`config.mk`:
```
export PLATFORM = sky130hd
export DESIGN_NAME = amo_alu
export DESIGN_NICKNAME = d
export VERILOG_FILES = /design/src/common/atomic_pkg.sv /design/src/atomic/amo_alu.sv
export VERILOG_INCLUDE_DIRS = /design/src /design/src/common
export SDC_FILE = /design/constraint.sdc
export NUM_CORES = 1
export LEC_CHECK = 0
export ABC_AREA = 1
export BUFFER_PORTS_ARGS = -buffer_cell sky130_fd_sc_hd__buf_2
export CAP_MARGIN = 20
export CORE_MARGIN = 2
export CORE_UTILIZATION = 40
export DETAILED_ROUTE_END_ITERATION = 7
export SYNTH_ARGS = -nofsm -noshare
export SYNTH_HDL_FRONTEND = slang
export SYNTH_SLANG_ARGS = --single-unit
```
`constraint.sdc`:
```
create_clock -name vclk -period 5.8
set_input_delay 1.16 -clock vclk [all_inputs]
set_output_delay 1.16 -clock vclk [all_outputs]
set_load 0.1 [all_outputs]
```
`src/common/atomic_cfg.svh`:
```
/* Sizing macros for the atomic memory unit
   Word width, memory depth and reservation granule */

`ifndef ATOMIC_CFG_SVH
`define ATOMIC_CFG_SVH

// Data and address word width
`define AMO_XLEN 32

// Data memory depth in words
`define AMO_MEM_WORDS 256

// Word index width, log2 of the depth
`define AMO_MEM_AW 8

// Low address bits dropped for word indexing and reservation match
`define AMO_GRAIN_BITS 2

`endif

```
`src/common/atomic_pkg.sv`:
```
/* Shared types for the atomic memory unit
   Word type, operation codes and sequencer states */

`default_nettype none

`include "atomic_cfg.svh"

package atomic_pkg;

    // Data and address word
    typedef logic [`AMO_XLEN-1:0] word_t;

    // Operation codes, AMOs kept contiguous at the end
    typedef enum logic [3:0] {
        OP_LOAD    = 4'd0,   // Plain load
        OP_STORE   = 4'd1,   // Plain store
        OP_LR      = 4'd2,   // Load-reserved
        OP_SC      = 4'd3,   // Store-conditional
        OP_AMOSWAP = 4'd4,
        OP_AMOADD  = 4'd5,
        OP_AMOXOR  = 4'd6,
        OP_AMOAND  = 4'd7,
        OP_AMOOR   = 4'd8,
        OP_AMOMIN  = 4'd9,   // Signed
        OP_AMOMAX  = 4'd10,  // Signed
        OP_AMOMINU = 4'd11,  // Unsigned
        OP_AMOMAXU = 4'd12   // Unsigned
    } atomic_op_e;

    // Sequencer states
    typedef enum logic [1:0] {
        ST_IDLE   = 2'd0,    // Waiting for req
        ST_READ   = 2'd1,    // Read data arriving from memory
        ST_MODIFY = 2'd2,    // ALU result written back to memory
        ST_WRITE  = 2'd3     // Result handed to the requester, done high
    } seq_state_e;

endpackage

`default_nettype wire

```
`src/atomic/amo_alu.sv`:
```
/* New-value computation for the AMO read-modify-write operations
   Non-AMO codes pass the operand through as store data */

`timescale 1ns/1ps
`default_nettype none

module amo_alu
    import atomic_pkg::*;
(
    input  wire atomic_op_e op,
    input  wire word_t      old_val,    // Word read from memory
    input  wire word_t      operand,    // rs2 value from the request
    output word_t           new_val     // Word to store
);

    logic lt_signed;
    logic lt_unsigned;

    assign lt_signed   = ($signed(old_val) < $signed(operand));
    assign lt_unsigned = (old_val < operand);

    always_comb begin
        case (op)
            OP_AMOSWAP: new_val = operand;
            OP_AMOADD:  new_val = old_val + operand;    // Wraps
            OP_AMOXOR:  new_val = old_val ^ operand;
            OP_AMOAND:  new_val = old_val & operand;
            OP_AMOOR:   new_val = old_val | operand;
            OP_AMOMIN:  new_val = lt_signed ? old_val : operand;
            OP_AMOMAX:  new_val = lt_signed ? operand : old_val;
            OP_AMOMINU: new_val = lt_unsigned ? old_val : operand;
            OP_AMOMAXU: new_val = lt_unsigned ? operand : old_val;
            // Store and SC data, load paths ignore it
            default:    new_val = operand;
        endcase
    end

endmodule

`default_nettype wire

```
==> out/qor.yml <==
finish:
  n_antenna_cell: 0
  multi_input_area_sq_um: 6083
  final_nets: 1626
  seqCellArea_sq_um: 0
  final_cell_mix: "nand2_1 (405), nand3_1 (230), nor2_1 (203)"
  final_cells: 1684
  nClkBuffers: 0
  fillCellCount: 1955
  n_sequential_cell: 0
  areaGrowthSynthToFinish_pct: 17.62
  layout-drive-gt1-share_pct: 9.801
  final_common_cell: "nand2_1"
routing:
  detail-route-antenna-nets: 0
  drtIter0Drc: 830
  vias_per_cell: 5.539
  dr_total_vias: 9328
  wl_mm: 27.58
  dr.pass1.iters: 5
  post_drt_wl_per_cell_um: 16.38
  drcViolationCount: 0
logic_synthesis:
  synth_mux_area_share_pct: 0
  synth_warnings: 0
  synth_compound_area_share_pct: 14.70
  synth_area_sq_um: 6897
  synth-simple-area-share_pct: 55.30
  yosysUniqueCellTypes: 35
  syn_inst: 1393
  synth-xor-area-share_pct: 0
  synth-adder-area-share_pct: 17.71
  synth_fp_nets: 1558
  synth_top_family_by_area: "simple AND/OR/NAND/NOR gates"
  postSynthAreaPerCell_sq_um: 4.951
  yosysSeqAreaShare_pct: 0
worst_setup_path:
  path_max_fanout: 62
  worst_setup_path_end_kind: "output port"
  crit_arrival_ps: 4370
  crit_type: "primary input to output port"
  worstSetupStartpointType: "primary input"
  worst-endpoint-required_ps: 4640
clock_network:
  cts_setup_buffers: 0
  cts_resized: 0
  postCtsHoldBufs: 0
sta:
  slew_headroom_pct: 39.45
  setup_tns_ps: 0
  layout_setup_ws_ps: 269.1
  fmax_ghz: 0.1808
  period_needed_ps: 5531
  tightest_slew_ps: 907.3
  grt_setup_unrepaired: "no"
  slew_violations: 0
  fin_crit_sh_pct: 95.36
  setup_violations: 0
  finalHoldViolations: 0
  whs_ps: 2760
global_route:
  grt_max_degree: 63
  grt_util_met2_pct: 49.27
  grt_use_met3_pct: 1.534
  busiest_layer: "met2"
  antenna_found_initial: 0
  grt_first_pass_wirelength_mm: 43.34
  gr-total-overflow: 0
  track_usage_pct: 28.99
  grt_pass1_vias: 8437
  grt.met1_usage_pct: 40.99
floorplanning:
  rows: 48
  io_pins: 100
  die_h_um: 135.3
  die_area_sq_um: 18310
  die_w_um: 135.3
  initial_utilization_pct: 40.43
  core_region_area_sq_um: 17060
power:
  leakage_nw: 4.343
  p_per_area_nw_per_um2: 136.3
  finalPower_mw: 1.106
  ir_drop_v: 0.00007300
placed_design:
  dpl_worst_slack_ps: 347.7
  hpwl_mm: 20.94
  gp_congestion: 1.029
  place_inst: 1684
  port_buffers: 100
flow_run:
  max_cap_violations: 0
hold_path:
  hold_path.class: "primary input to output port"
  hold_depth: 4
run_status:
  status: "complete, no violations"
per-layer routing:
layer  vias to the layer above  part of all wire (%)  routed length, um
met5                         -                     0                  0
met1                      4196                    45              12330
met2                       387                    46              12760
li1                       4705                     -                  -
met3                        40                   7.4               2030
met4                         0                   1.7                467
through the flow:
step | area (sq um) | utilization (%)
floorplan | 6897 | -
global placement | 8112 | 47.56
detailed placement | 8112 | 47.56
CTS | 8112 | 47.56
global route | 8112 | 47.56
finish | 8112 | 47.56
layout make-up:
class / count / share of cell area (%)
Inverter: 154 / 7.126
Tap cell: 225 / 3.471
Multi-Input combinational cell: 1180 / 75.00
Timing Repair Buffer: 125 / 14.41
power breakdown:
part	total, mW	internal, mW	switching, mW
sequential	0	0	0
clock	0	0	0
combinational	1.11	0.338	0.767
total	1.11	0.338	0.767
worst paths after layout:
path / start / to
worst max-delay path: old_val[31] / new_val[31]
worst min-delay path: operand[25] / new_val[25]
cell usage after synthesis (2+ instances only):
cell type / n / area [sq um]
nor4_1: 2 / 12.51
nor3_1: 15 / 75.07
inv_1: 153 / 574.3
o21bai_1: 2 / 15.01
nand4_1: 27 / 168.9
or2_2: 3 / 18.77
buf_1: 4 / 15.01
o21a_1: 3 / 22.52
a21o_1: 2 / 15.01
o221ai_1: 3 / 26.28
ha_1: 96 / 1201
o22ai_1: 26 / 162.7
nand3_1: 230 / 1151
nand2_1: 406 / 1524
a21oi_1: 88 / 440.4
nand2_2: 3 / 18.77
a211oi_1: 7 / 52.55
o21ai_0: 48 / 240.2
clkbuf_1: 30 / 112.6
buf_2: 18 / 90.09
nand3b_1: 3 / 22.52
nor2_1: 205 / 769.5
buf_4: 7 / 52.55
logic make-up (layout without fill, tap and decap cells):
logic type	Yosys count	count (layout)
compound gates	184	184
simple gates	899	899
fa+ha+maj	97	97
buf+inv	213	279
worst max-delay path, cell delays in order:
cell	delay, ps
buf_2	120
inv_1	70
ha_1	460
nor2_1	190
nand3_1	110
nor2_1	320
and3_1	250
nand2_1	160
nand2_2	150
buf_4	530
nand2_1	160
nand3_1	120
o21ai_0	90
nor2_1	120
nand3_1	120
buf_12	190
Note: power is estimated with default switching activity, not from simulation.
