<file path="src/common/atomic_cfg.svh">
/* Sizing macros for the atomic memory unit
   Word width, memory depth and reservation granule */

`ifndef ATOMIC_CFG_SVH
`define ATOMIC_CFG_SVH

// Data and address word width
`define AMO_XLEN 32

// Data memory depth in words
`define AMO_MEM_WORDS 256

// Word index width, log2 of the depth
`define AMO_MEM_AW 8

// Low address bits dropped for word indexing and reservation match
`define AMO_GRAIN_BITS 2

`endif

</file>
<file path="src/common/atomic_pkg.sv">
/* Shared types for the atomic memory unit
   Word type, operation codes and sequencer states */

`default_nettype none

`include "atomic_cfg.svh"

package atomic_pkg;

    // Data and address word
    typedef logic [`AMO_XLEN-1:0] word_t;

    // Operation codes, AMOs kept contiguous at the end
    typedef enum logic [3:0] {
        OP_LOAD    = 4'd0,   // Plain load
        OP_STORE   = 4'd1,   // Plain store
        OP_LR      = 4'd2,   // Load-reserved
        OP_SC      = 4'd3,   // Store-conditional
        OP_AMOSWAP = 4'd4,
        OP_AMOADD  = 4'd5,
        OP_AMOXOR  = 4'd6,
        OP_AMOAND  = 4'd7,
        OP_AMOOR   = 4'd8,
        OP_AMOMIN  = 4'd9,   // Signed
        OP_AMOMAX  = 4'd10,  // Signed
        OP_AMOMINU = 4'd11,  // Unsigned
        OP_AMOMAXU = 4'd12   // Unsigned
    } atomic_op_e;

    // Sequencer states
    typedef enum logic [1:0] {
        ST_IDLE   = 2'd0,    // Waiting for req
        ST_READ   = 2'd1,    // Read data arriving from memory
        ST_MODIFY = 2'd2,    // ALU result written back to memory
        ST_WRITE  = 2'd3     // Result handed to the requester, done high
    } seq_state_e;

endpackage

`default_nettype wire

</file>
<file path="src/atomic/reservation_station.sv">
/* LR/SC reservation register with word-granular address match
   Invalidation priority and combinational SC verdict */

`timescale 1ns/1ps
`default_nettype none

`include "atomic_cfg.svh"

module reservation_station
    import atomic_pkg::*;
(
    input  wire        clk,
    input  wire        reset,
    input  wire        lr_valid,     // LR accepted this cycle
    input  wire word_t lr_addr,
    input  wire        sc_valid,     // SC accepted this cycle
    input  wire word_t sc_addr,
    output logic       sc_success,   // Same cycle as sc_valid
    input  wire        invalidate,   // Snooped write from another agent
    input  wire word_t inv_addr,
    input  wire        exception,
    input  wire        interrupt
);

    logic  reserved;        // Reservation held
    word_t reserved_addr;   // Granule-aligned reserved address
    word_t lr_granule;
    word_t sc_granule;
    word_t inv_granule;
    logic  sc_match;
    logic  inv_match;

    // Drop the byte offset within the word
    assign lr_granule  = {lr_addr[`AMO_XLEN-1:`AMO_GRAIN_BITS], {`AMO_GRAIN_BITS{1'b0}}};
    assign sc_granule  = {sc_addr[`AMO_XLEN-1:`AMO_GRAIN_BITS], {`AMO_GRAIN_BITS{1'b0}}};
    assign inv_granule = {inv_addr[`AMO_XLEN-1:`AMO_GRAIN_BITS], {`AMO_GRAIN_BITS{1'b0}}};

    assign sc_match  = reserved && (reserved_addr == sc_granule);
    assign inv_match = invalidate && reserved && (reserved_addr == inv_granule);

    // Verdict uses the reservation as it stands this cycle
    assign sc_success = sc_valid && sc_match;

    // Trap first, then snoop, then SC, then LR
    always_ff @(posedge clk or posedge reset) begin
        if (reset) begin
            reserved      <= 1'b0;
            reserved_addr <= '0;
        end else if (exception || interrupt) begin
            reserved <= 1'b0;               // Any trap drops it
        end else if (inv_match) begin
            reserved <= 1'b0;               // Another agent wrote the word
        end else if (sc_valid) begin
            reserved <= 1'b0;               // SC consumes it, pass or fail
        end else if (lr_valid) begin
            reserved      <= 1'b1;
            reserved_addr <= lr_granule;
        end
    end

    // Sequencer accepts one operation per cycle
    a_lr_sc_exclusive: assert property (
        @(posedge clk) disable iff (reset)
        !(lr_valid && sc_valid)
    ) else $error("LR and SC strobes high together");

    // No verdict without a live SC
    a_success_needs_sc: assert property (
        @(posedge clk) disable iff (reset)
        sc_success |-> sc_valid
    ) else $error("sc_success without sc_valid");

endmodule

`default_nettype wire

</file>
<file path="config.mk">
export PLATFORM = sky130hd
export DESIGN_NAME = reservation_station
export DESIGN_NICKNAME = d
export VERILOG_FILES = /design/src/common/atomic_pkg.sv /design/src/atomic/reservation_station.sv
export VERILOG_INCLUDE_DIRS = /design/src /design/src/common
export SDC_FILE = /design/constraint.sdc
export NUM_CORES = 1
export LEC_CHECK = 0
export ABC_CLOCK_PERIOD_IN_PS = 2100
export BUFFER_PORTS_ARGS = -buffer_cell sky130_fd_sc_hd__buf_2
export CELL_PAD_IN_SITES_DETAIL_PLACEMENT = 1
export CELL_PAD_IN_SITES_GLOBAL_PLACEMENT = 1
export CORE_MARGIN = 2
export CORE_UTILIZATION = 33
export CTS_CLUSTER_DIAMETER = 30
export DETAILED_ROUTE_END_ITERATION = 8
export PLACE_DENSITY_LB_ADDON = 0.1
export SLEW_MARGIN = 20
export SYNTH_ARGS = -nofsm -noshare
export SYNTH_HDL_FRONTEND = slang
export SYNTH_SLANG_ARGS = --single-unit
</file>
<file path="constraint.sdc">
create_clock -name clk -period 2.1 [get_ports clk]
set_clock_uncertainty 0.05 [all_clocks]
set_input_delay 0.42 -clock clk [delete_from_list [all_inputs] [get_ports clk]]
set_output_delay 0.42 -clock clk [all_outputs]
set_load 0.02 [all_outputs]
</file>
==> impl_metrics.json <==
{
  "ys.warnings.count": 0,
  "num_rows": 27,
  "synth_area_mm2": 0.00184,
  "drv_cap": 0,
  "ir_drop_v": 0.000362,
  "power_leakage_nw": 1.54,
  "die_x_um": 78.6,
  "cp.buffers_inverters": 3,
  "cp.arrival_ns": 1.92,
  "cp_cell_sequence": "buf_6 -> xor2_1 -> nor4_2 -> buf_4 -> nand3_1 -> nor4_2 -> buf_4",
  "viasPerCell": 4.64,
  "finalSetupTns_ns": -1.72,
  "syn_nets": 255,
  "max_stage_delay_ns": 0.42,
  "post-route-period-util": 1.14,
  "worstMarginPinSlew_ns": 0.471,
  "dpl-instance-area_mm2": 0.00257,
  "cts.sinks": 31,
  "syn_avg_cell_area_um2": 12.1,
  "diodes": 0,
  "setup_ws_ns": -0.290,
  "cts_buffers": 5,
  "fin_crit_ns": 2.39,
  "fin_nets": 385,
  "cts_tree": "built",
  "slew_viol_final": 0,
  "antenna_found_initial": 0,
  "drive_above_1_share": 0.618,
  "design_area_mm2": 0.00299,
  "grt_setup_unrepaired": "yes",
  "synthToLayoutAreaGrowth_pct": 62.6,
  "cp_max_fo": 3,
  "ios": 104,
  "cp_slowest_cell": "dfrtp_1",
  "ctsHoldBuffers": 0,
  "power.density_mw_per_mm2": 758,
  "start_kind": "flop",
  "via_count": 1646,
  "drc": 0,
  "drt_iter0_drc": 52,
  "r2r_cells": 7,
  "hold_violations": 0,
  "synthCells": 152,
  "detail-route-antenna-nets": 0,
  "grt.total_usage": 0.191,
  "cts.htree.levels": 2,
  "fmaxAchievable_mhz": 418,
  "clock_latency_ns": 0.28,
  "rrSetupSlack_ns": -0.07,
  "routabilityCongestion": 0.736,
  "crit_path_end_kind": "primary output",
  "final_cell_mix": "buf_2, xor2_1, dfrtp_1",
  "die_h_um": 78.6,
  "synth_area_leaders": "dfrtp_1, xor2_1, mux2_2, xnor2_1, nor4_1",
  "drt-total-wl_um": 5510,
  "violations": "setup timing",
  "port_buffers": 97,
  "regToRegStartpoint": "reserved_addr[30]",
  "ys_ff_latch": 31,
  "grt_first_pass_wirelength_um": 8850,
  "crit_required_ns": 1.63,
  "slew_headroom": 0.684,
  "grt_pass1_vias": 1862,
  "gr-total-overflow": 0,
  "synth_top_area_cell": "dfrtp_1",
  "cts_root_buf": "clkbuf_8",
  "critical-path-top-delay-family": "simple AND/OR/NAND/NOR gates",
  "fp.dieArea_mm2": 0.00618,
  "n_fill_cell": 635,
  "critical_path_class": "reg -> out",
  "holdCritPathClass": "in -> async",
  "wl_per_cell_um": 15.5,
  "grt_max_degree": 32,
  "yosysTopAreaCellShare": 0.422,
  "synth.distinct_cells": 15,
  "status": "finished with violations",
  "place_hpwl_um": 4100,
  "r2r-end": "reserved_addr[12]",
  "ys_seq_area_frac": 0.422,
  "layout_commonest_cell": "buf_2",
  "cts_buffer_depth": 2,
  "initial_core_util": 0.338,
  "core_mm2": 0.00544,
  "path_clk_slew_ns": 0.07,
  "setup_viol": 31,
  "dr.pass1.iters": 3
}
registers in the layout, summed over array words and instances (netlist names):
signal	count
reserved_addr	30
reserved	1
through the flow:
step	worst slack, ns	hold WS (ns)	util	instances	total power, W
3_3_place_gp	-0.253	0.484	0.473	341	0.00149
5_1_grt	-0.365	0.195	0.550	355	0.00240
6_report	-0.290	0.157	0.550	355	0.00227
3_5_place_dp	-0.269	0.483	0.473	341	0.00151
2_1_floorplan	0.0242	0.471	-	152	0.00120
4_1_cts	-0.318	0.166	0.543	355	0.00227
report_power, final:
| group | switching [W] | internal [W] |
|---|---|---|
| logic | 0.000301 | 0.000504 |
| clock network | 0.000229 | 0.000384 |
| registers | 0.000123 | 0.000726 |
| total | 0.000652 | 0.00161 |
cells by family after synthesis:
group / Yosys count / share of synthesized area
AOI/OAI and AO/OA: 2 / 0.00953
xor gates and xnor gates: 60 / 0.286
buffers and inverters: 4 / 0.0204
DFF: 31 / 0.422
muxes: 30 / 0.184
and+or+nand+nor: 25 / 0.0783
synth_stat cells:
master / instances
inv_1: 1
nor2_1: 2
xor2_1: 44
nand2_1: 1
xnor2_1: 16
o21ai_0: 1
buf_6: 3
o211ai_2: 1
nor4_1: 12
nand4_1: 6
nand3_1: 2
dfrtp_1: 31
mux2_2: 27
mux2_1: 3
nor3_1: 2
worst reg2reg max path, cell delays in order (launching register included):
cell	delay, ns
dfrtp_1	0.42
xor2_1	0.19
nor4_2	0.32
nand4_1	0.22
o211ai_4	0.26
buf_12	0.16
buf_8	0.13
mux2_4	0.30
cell type report:
cell class | count | area [µm²] | share of cell area
well taps | 72 | 90.1 | 0.0301
clock inverters | 2 | 35.0 | 0.0117
inverters | 1 | 3.75 | 0.00126
multi-input cells | 117 | 1210 | 0.405
repair buffers | 126 | 791 | 0.265
flip-flops and latches | 31 | 776 | 0.260
clock buffers | 6 | 82.6 | 0.0276
layer usage:
layer  share of wire  GRT usage  wire length (µm)
met1            0.43      0.230              2360
met2            0.50      0.331              2740
met3           0.063     0.0506               346
met4           0.013     0.0579                69
met5               0          0                 0
worst max-delay path by stage:
stage | from | cells past startpoint | slack [ns] | end
after global placement | inv_addr[23] | 8 | -0.25 | reserved_addr[28]
after floorplan | sc_addr[9] | 4 | 0.02 | sc_success
after global routing | reserved_addr[2] | 6 | -0.37 | sc_success
final | reserved_addr[30] | 7 | -0.29 | sc_success
after CTS | reserved_addr[30] | 7 | -0.32 | sc_success
after detailed placement | inv_addr[23] | 8 | -0.27 | reserved_addr[24]
repair_timing:
action,CTS,global route
setup buffers,4,1
resized for setup,42,11
setup endpoints to repair,31,31
gates cloned,2,0
pin swaps,6,5
No activity file was read; power rests on OpenSTA's default activity.
