==> config.mk <==
export PLATFORM = sky130hd
export DESIGN_NAME = atomic_sequencer
export DESIGN_NICKNAME = d
export VERILOG_FILES = /design/src/common/atomic_pkg.sv /design/src/atomic/atomic_sequencer.sv
export VERILOG_INCLUDE_DIRS = /design/src /design/src/common
export SDC_FILE = /design/constraint.sdc
export NUM_CORES = 1
export LEC_CHECK = 0
export BUFFER_PORTS_ARGS = -buffer_cell sky130_fd_sc_hd__buf_2
export CAP_MARGIN = 20
export CORE_ASPECT_RATIO = 0.8
export CORE_MARGIN = 1
export CORE_UTILIZATION = 45
export CTS_CLUSTER_DIAMETER = 50
export DETAILED_ROUTE_END_ITERATION = 8
export PLACE_DENSITY = 0.91
export SLEW_MARGIN = 20
export SYNTH_ARGS = -nofsm -noshare
export SYNTH_HDL_FRONTEND = slang
export SYNTH_SLANG_ARGS = --single-unit
export TNS_END_PERCENT = 10
==> constraint.sdc <==
create_clock -name clk -period 3.4 [get_ports clk]
set_input_delay 0.68 -clock clk [delete_from_list [all_inputs] [get_ports clk]]
set_output_delay 0.68 -clock clk [all_outputs]
set_load 0.005 [all_outputs]
==> src/common/atomic_cfg.svh <==
/* Sizing macros for the atomic memory unit
   Word width, memory depth and reservation granule */

`ifndef ATOMIC_CFG_SVH
`define ATOMIC_CFG_SVH

// Data and address word width
`define AMO_XLEN 32

// Data memory depth in words
`define AMO_MEM_WORDS 256

// Word index width, log2 of the depth
`define AMO_MEM_AW 8

// Low address bits dropped for word indexing and reservation match
`define AMO_GRAIN_BITS 2

`endif

==> src/common/atomic_pkg.sv <==
/* Shared types for the atomic memory unit
   Word type, operation codes and sequencer states */

`default_nettype none

`include "atomic_cfg.svh"

package atomic_pkg;

    // Data and address word
    typedef logic [`AMO_XLEN-1:0] word_t;

    // Operation codes, AMOs kept contiguous at the end
    typedef enum logic [3:0] {
        OP_LOAD    = 4'd0,   // Plain load
        OP_STORE   = 4'd1,   // Plain store
        OP_LR      = 4'd2,   // Load-reserved
        OP_SC      = 4'd3,   // Store-conditional
        OP_AMOSWAP = 4'd4,
        OP_AMOADD  = 4'd5,
        OP_AMOXOR  = 4'd6,
        OP_AMOAND  = 4'd7,
        OP_AMOOR   = 4'd8,
        OP_AMOMIN  = 4'd9,   // Signed
        OP_AMOMAX  = 4'd10,  // Signed
        OP_AMOMINU = 4'd11,  // Unsigned
        OP_AMOMAXU = 4'd12   // Unsigned
    } atomic_op_e;

    // Sequencer states
    typedef enum logic [1:0] {
        ST_IDLE   = 2'd0,    // Waiting for req
        ST_READ   = 2'd1,    // Read data arriving from memory
        ST_MODIFY = 2'd2,    // ALU result written back to memory
        ST_WRITE  = 2'd3     // Result handed to the requester, done high
    } seq_state_e;

endpackage

`default_nettype wire

==> src/atomic/atomic_sequencer.sv <==
/* Operation sequencer for the atomic unit
   Issues read, modify and write steps, reservation strobes, done and rdata */

`timescale 1ns/1ps
`default_nettype none

`include "atomic_cfg.svh"

module atomic_sequencer
    import atomic_pkg::*;
(
    input  wire                    clk,
    input  wire                    reset,
    input  wire                    req,          // One-cycle request strobe
    input  wire atomic_op_e        op,
    input  wire word_t             addr,
    input  wire word_t             wdata,
    output logic                   done,         // One-cycle completion pulse
    output word_t                  rdata,        // Valid with done
    output logic                   busy,
    output logic                   lr_valid,
    output logic                   sc_valid,
    input  wire                    sc_success,
    output logic                   mem_en,
    output logic                   mem_we,
    output logic [`AMO_MEM_AW-1:0] mem_addr,     // Word index
    output word_t                  mem_wdata,
    input  wire word_t             mem_rdata,
    output atomic_op_e             alu_op,
    output word_t                  alu_old,
    output word_t                  alu_operand,
    input  wire word_t             alu_result
);

    seq_state_e             state;
    atomic_op_e             op_q;         // Operation in flight
    logic [`AMO_MEM_AW-1:0] addr_q;       // Word index in flight
    word_t                  operand_q;    // Latched wdata
    word_t                  old_q;        // Word read for an AMO
    word_t                  rdata_q;
    logic                   idle;
    logic                   accept;
    logic                   op_is_amo;
    logic [`AMO_MEM_AW-1:0] req_index;

    assign idle      = (state == ST_IDLE);
    assign accept    = req && idle;       // Req while busy is dropped
    assign req_index = addr[`AMO_GRAIN_BITS +: `AMO_MEM_AW];
    assign op_is_amo = op_q inside {OP_AMOSWAP, OP_AMOADD, OP_AMOXOR, OP_AMOAND,
                                    OP_AMOOR, OP_AMOMIN, OP_AMOMAX, OP_AMOMINU,
                                    OP_AMOMAXU};

    // Reservation strobes in the accept cycle
    assign lr_valid = accept && (op == OP_LR);
    assign sc_valid = accept && (op == OP_SC);

    // Request fields feed the ALU directly in the accept cycle
    assign alu_op      = idle ? op : op_q;
    assign alu_operand = idle ? wdata : operand_q;
    assign alu_old     = old_q;

    // Memory port, every write takes the ALU result
    always_comb begin
        mem_en    = 1'b0;
        mem_we    = 1'b0;
        mem_addr  = addr_q;
        mem_wdata = alu_result;
        case (state)
            ST_IDLE: begin
                mem_addr = req_index;
                if (req) begin
                    mem_en = (op != OP_SC) || sc_success;   // Failed SC leaves memory alone
                    mem_we = (op == OP_STORE) || ((op == OP_SC) && sc_success);
                end
            end
            ST_MODIFY: begin
                mem_en = 1'b1;              // AMO write-back
                mem_we = 1'b1;
            end
            default: begin
                mem_en = 1'b0;              // Read data held by the memory
            end
        endcase
    end

    always_ff @(posedge clk or posedge reset) begin
        if (reset) begin
            state   <= ST_IDLE;
            op_q    <= OP_LOAD;
            rdata_q <= '0;
        end else begin
            case (state)
                ST_IDLE: begin
                    if (req) begin
                        op_q <= op;
                        case (op)
                            OP_STORE: begin
                                state   <= ST_WRITE;    // Written at this edge
                                rdata_q <= '0;
                            end
                            OP_SC: begin
                                state   <= ST_WRITE;
                                rdata_q <= {{(`AMO_XLEN-1){1'b0}}, ~sc_success};  // 0 on success
                            end
                            default: state <= ST_READ;  // Load, LR, AMO
                        endcase
                    end
                end
                ST_READ: begin
                    if (op_is_amo) begin
                        state <= ST_MODIFY;
                    end else begin
                        state   <= ST_WRITE;
                        rdata_q <= mem_rdata;           // Load and LR result
                    end
                end
                ST_MODIFY: begin
                    state   <= ST_WRITE;
                    rdata_q <= old_q;                   // AMO returns the old word
                end
                default: state <= ST_IDLE;              // ST_WRITE, done cycle
            endcase
        end
    end

    // Request payload and AMO read data
    always_ff @(posedge clk) begin
        if (accept) begin
            addr_q    <= req_index;
            operand_q <= wdata;
        end
        if (state == ST_READ) begin
            old_q <= mem_rdata;
        end
    end

    assign done  = (state == ST_WRITE);
    assign busy  = !idle;                // Includes the done cycle
    assign rdata = rdata_q;

    // No back-pressure, caller must hold off
    a_no_req_when_busy: assert property (
        @(posedge clk) disable iff (reset)
        busy |-> !req
    ) else $error("req raised while busy in state %s", state.name());

    a_done_single: assert property (
        @(posedge clk) disable iff (reset)
        done |=> !done
    ) else $error("done held longer than one cycle");

endmodule

`default_nettype wire

==> metrics.json <==
{
  "logic_synthesis": {
    "synthDistinctLibCells": 29,
    "synth.top_cells.by_area": "sky130_fd_sc_hd__edfxtp_1, sky130_fd_sc_hd__dfrtp_1, sky130_fd_sc_hd__mux2_2",
    "synth_enable_flop_cells": 72,
    "ys_ff_latch": 110,
    "share_of_synthesized_flip_flops_with_an_asynchronous_set_or_reset": 0.3455,
    "synth_nets": 480,
    "avgSynthCellArea_sq_um": 15.12,
    "netlist.top_cell.by_area": "sky130_fd_sc_hd__edfxtp_1",
    "synthDominantCellAreaShare": 0.4206,
    "seq_total_area_yosys": 0.6056,
    "yosys_warnings": 0,
    "syn-cell-area_sq_um": 5140,
    "netlist_instances": 340,
    "most_instantiated_flip_flop_cell_in_the_synthesis_netlist": "sky130_fd_sc_hd__edfxtp_1"
  },
  "critical_path": {
    "worst_path_largest_cell_delay_ps": 480,
    "regToRegSetupSlack_ps": 960,
    "largest_fanout_on_the_critical_path": 20,
    "timing.reg2reg.worst_path_depth": 6,
    "r2r_start": "state[0]",
    "rr_endpoint": "rdata[10]",
    "critical_path_class": "reg -> out",
    "worst_ep_arrival_time_ps": 2210,
    "slowest_stage": "sky130_fd_sc_hd__ha_2",
    "cp_cell_sequence": "inv_1 -> ha_2 -> nand2_1 -> inv_1 -> nand2_1 -> nor4_1 -> buf_2",
    "start_kind": "flop",
    "worst_endpoint_required_time_ps": 2720,
    "critPathCaptureType": "output pin"
  },
  "grt": {
    "grt_first_pass_wirelength_um": 17640,
    "global_route.overflow_total": 0,
    "first_global_vias": 3339,
    "antenna_found_initial": 0,
    "grt_max_degree": 66,
    "grt_util_all_layers": 0.1905
  },
  "die": {
    "fp.coreArea_sq_um": 10980,
    "dieWidth_um": 121.5,
    "floorplan.die_area_sq_um": 11860,
    "rows": 34,
    "start_util": 0.4683,
    "ios": 282,
    "chipHeight_um": 97.59
  },
  "drt": {
    "drtAntennaViolNets": 0,
    "drtPass1Iterations": 4,
    "detail_route.iter0.violations": 180,
    "drt_drc_violations_left": 0,
    "wl_per_cell_um": 17.10,
    "route.final.wire_length_um": 11080,
    "vias": 3372,
    "detail_route.vias_per_cell": 5.204
  },
  "timing": {
    "slew_viol_final": 0,
    "setup_slack_ps": 505.6,
    "finalHoldViolations": 0,
    "fmax_mhz": 345.5,
    "timing.max_slew.rel_slack": 0.4906,
    "finalSetupViolations": 0,
    "tns_ps": 0,
    "worst_slew_pin_slew_ps": 764.1,
    "rsz0062_at_grt": "no",
    "clock-skew-final_ps": 10.30,
    "post_route_fraction_of_the_period_consumed_by_the_critical_path": 0.8513,
    "period_needed_ps": 2894
  },
  "finish": {
    "final_cell_mix": "sky130_fd_sc_hd__buf_2, sky130_fd_sc_hd__edfxtp_1, sky130_fd_sc_hd__mux2_2",
    "layout.cells.non_filler": 648,
    "post_route_cells_drive_above_1_share": 0.5933,
    "layout_commonest_cell": "sky130_fd_sc_hd__buf_2",
    "post-route-cell-area_sq_um": 6300,
    "area_delta_synth_final_pct": 22.57,
    "layout.nets": 639,
    "num_antenna_cells": 0
  },
  "place": {
    "io_buffers": 193,
    "numPlacedInstances": 632,
    "post-dp-hpwl_um": 7822,
    "post_dp_cell_area_sq_um": 6010,
    "pre_cts_ws_ps": 842.8,
    "gpl.final_weighted_congestion": 0.7786
  },
  "hold_path": {
    "timing.hold.worst.class": "in -> async"
  },
  "clocking": {
    "max-clock-path-buffers": 2,
    "cts-resized-gates": 0,
    "cts_inserted_buffers": 9,
    "clk_transition_reported_paths_ps": 70,
    "ctsRootBufferMaster": "sky130_fd_sc_hd__clkbuf_16",
    "postCtsSetupRepairBufs": 0,
    "cts.hold.buffers_added": 0,
    "tritoncts": "done",
    "clk-insertion-delay-late_ps": 340,
    "cts.htree.levels": 3,
    "cts_num_sinks": 110
  },
  "run": {
    "max_cap_violations": 0
  },
  "outcome": {
    "outcome": "finished clean"
  },
  "pwr": {
    "power_per_cell_area_nw_per_um2": 925.0,
    "vdd_ir_drop_max_uv": 463.2,
    "p_leak_nw": 2.814
  }
}
==> stage by stage <==
step | util | total power [mW] | hold WS [ps]
finish | 0.5740 | 5.827 | 293.9
global route | 0.5740 | 6.188 | 316.8
CTS | 0.5740 | 5.907 | 291.0
detailed placement | 0.5475 | 4.861 | 488.6
global placement | 0.5475 | 4.752 | 487.6
floorplan | - | 3.981 | 464.8
==> critical path: cells and delay by family, from the launching register on <==
kind / cells / cell delay [ps]
simple gates: 3 / 540
fa+ha+maj: 1 / 480
buf+inv: 3 / 440
flops: 1 / 420
==> synthesized netlist by cell type (2+ instances only) <==
cell type	count
sky130_fd_sc_hd__nand2b_1	2
sky130_fd_sc_hd__buf_4	32
sky130_fd_sc_hd__edfxtp_1	72
sky130_fd_sc_hd__buf_6	3
sky130_fd_sc_hd__mux2_4	30
sky130_fd_sc_hd__mux2_2	49
sky130_fd_sc_hd__nor2b_1	31
sky130_fd_sc_hd__inv_1	6
sky130_fd_sc_hd__nand2_1	8
sky130_fd_sc_hd__o31ai_1	2
sky130_fd_sc_hd__ha_1	4
sky130_fd_sc_hd__dfrtp_1	38
sky130_fd_sc_hd__buf_2	4
sky130_fd_sc_hd__a22oi_1	31
sky130_fd_sc_hd__clkbuf_1	11
sky130_fd_sc_hd__o211ai_1	2
sky130_fd_sc_hd__nor2_1	3
==> cells by family (layout without fill, tap and decap cells) <==
| kind of cell | count (synthesis) | in the layout | synth area share |
|---|---|---|---|
| flip-flops | 110 | 110 | 0.6056 |
| multiplexers | 79 | 79 | 0.1950 |
| buffers and inverters | 57 | 221 | 0.07035 |
| AND/OR/NAND/NOR | 46 | 46 | 0.05063 |
| AO/OA/AOI/OAI | 44 | 44 | 0.06864 |
| adder cells (fa/ha/maj) | 4 | 4 | 0.009737 |
==> how the worst max path moves through the flow <==
stage,slack (ps),cells after the start,to,start
after floorplan,610,6,lr_valid,state[0]
after global placement,950,7,lr_valid,state[1]
after detailed placement,840,7,lr_valid,state[1]
after CTS,460,7,lr_valid,state[0]
after global routing,340,7,lr_valid,state[1]
final,510,7,lr_valid,state[0]
==> routing by layer <==
layer  vias to the layer above  wire (um)  GRT usage
met5                         -          0          0
met4                         0        102    0.05223
met3                        16        626    0.04636
met2                       125       5549     0.3142
met1                      1690       4801     0.2491
li1                       1541          -          -
==> power breakdown <==
group | total [mW] | internal, mW | switching [mW]
logic | 2.68 | 1.42 | 1.26
clock network | 1.02 | 0.530 | 0.493
registers | 2.13 | 1.91 | 0.215
==> cell type report <==
cell class                 count  area, sq um
multi-input combinational    173         1670
inverter                       6        22.52
tap                          144        180.2
timing repair buffer         199         1023
clock buffer                  10        239.0
sequential                   110         3113
clock inverter                 6        51.30
fill                         905         4676
==> state kept, by name (all words and copies together), names as in the netlist <==
register and cells:
rdata 32, alu_old 32, operand_q 32, op_q 4
state 2, addr_q 8
Note: power is estimated with default switching activity, not from simulation.
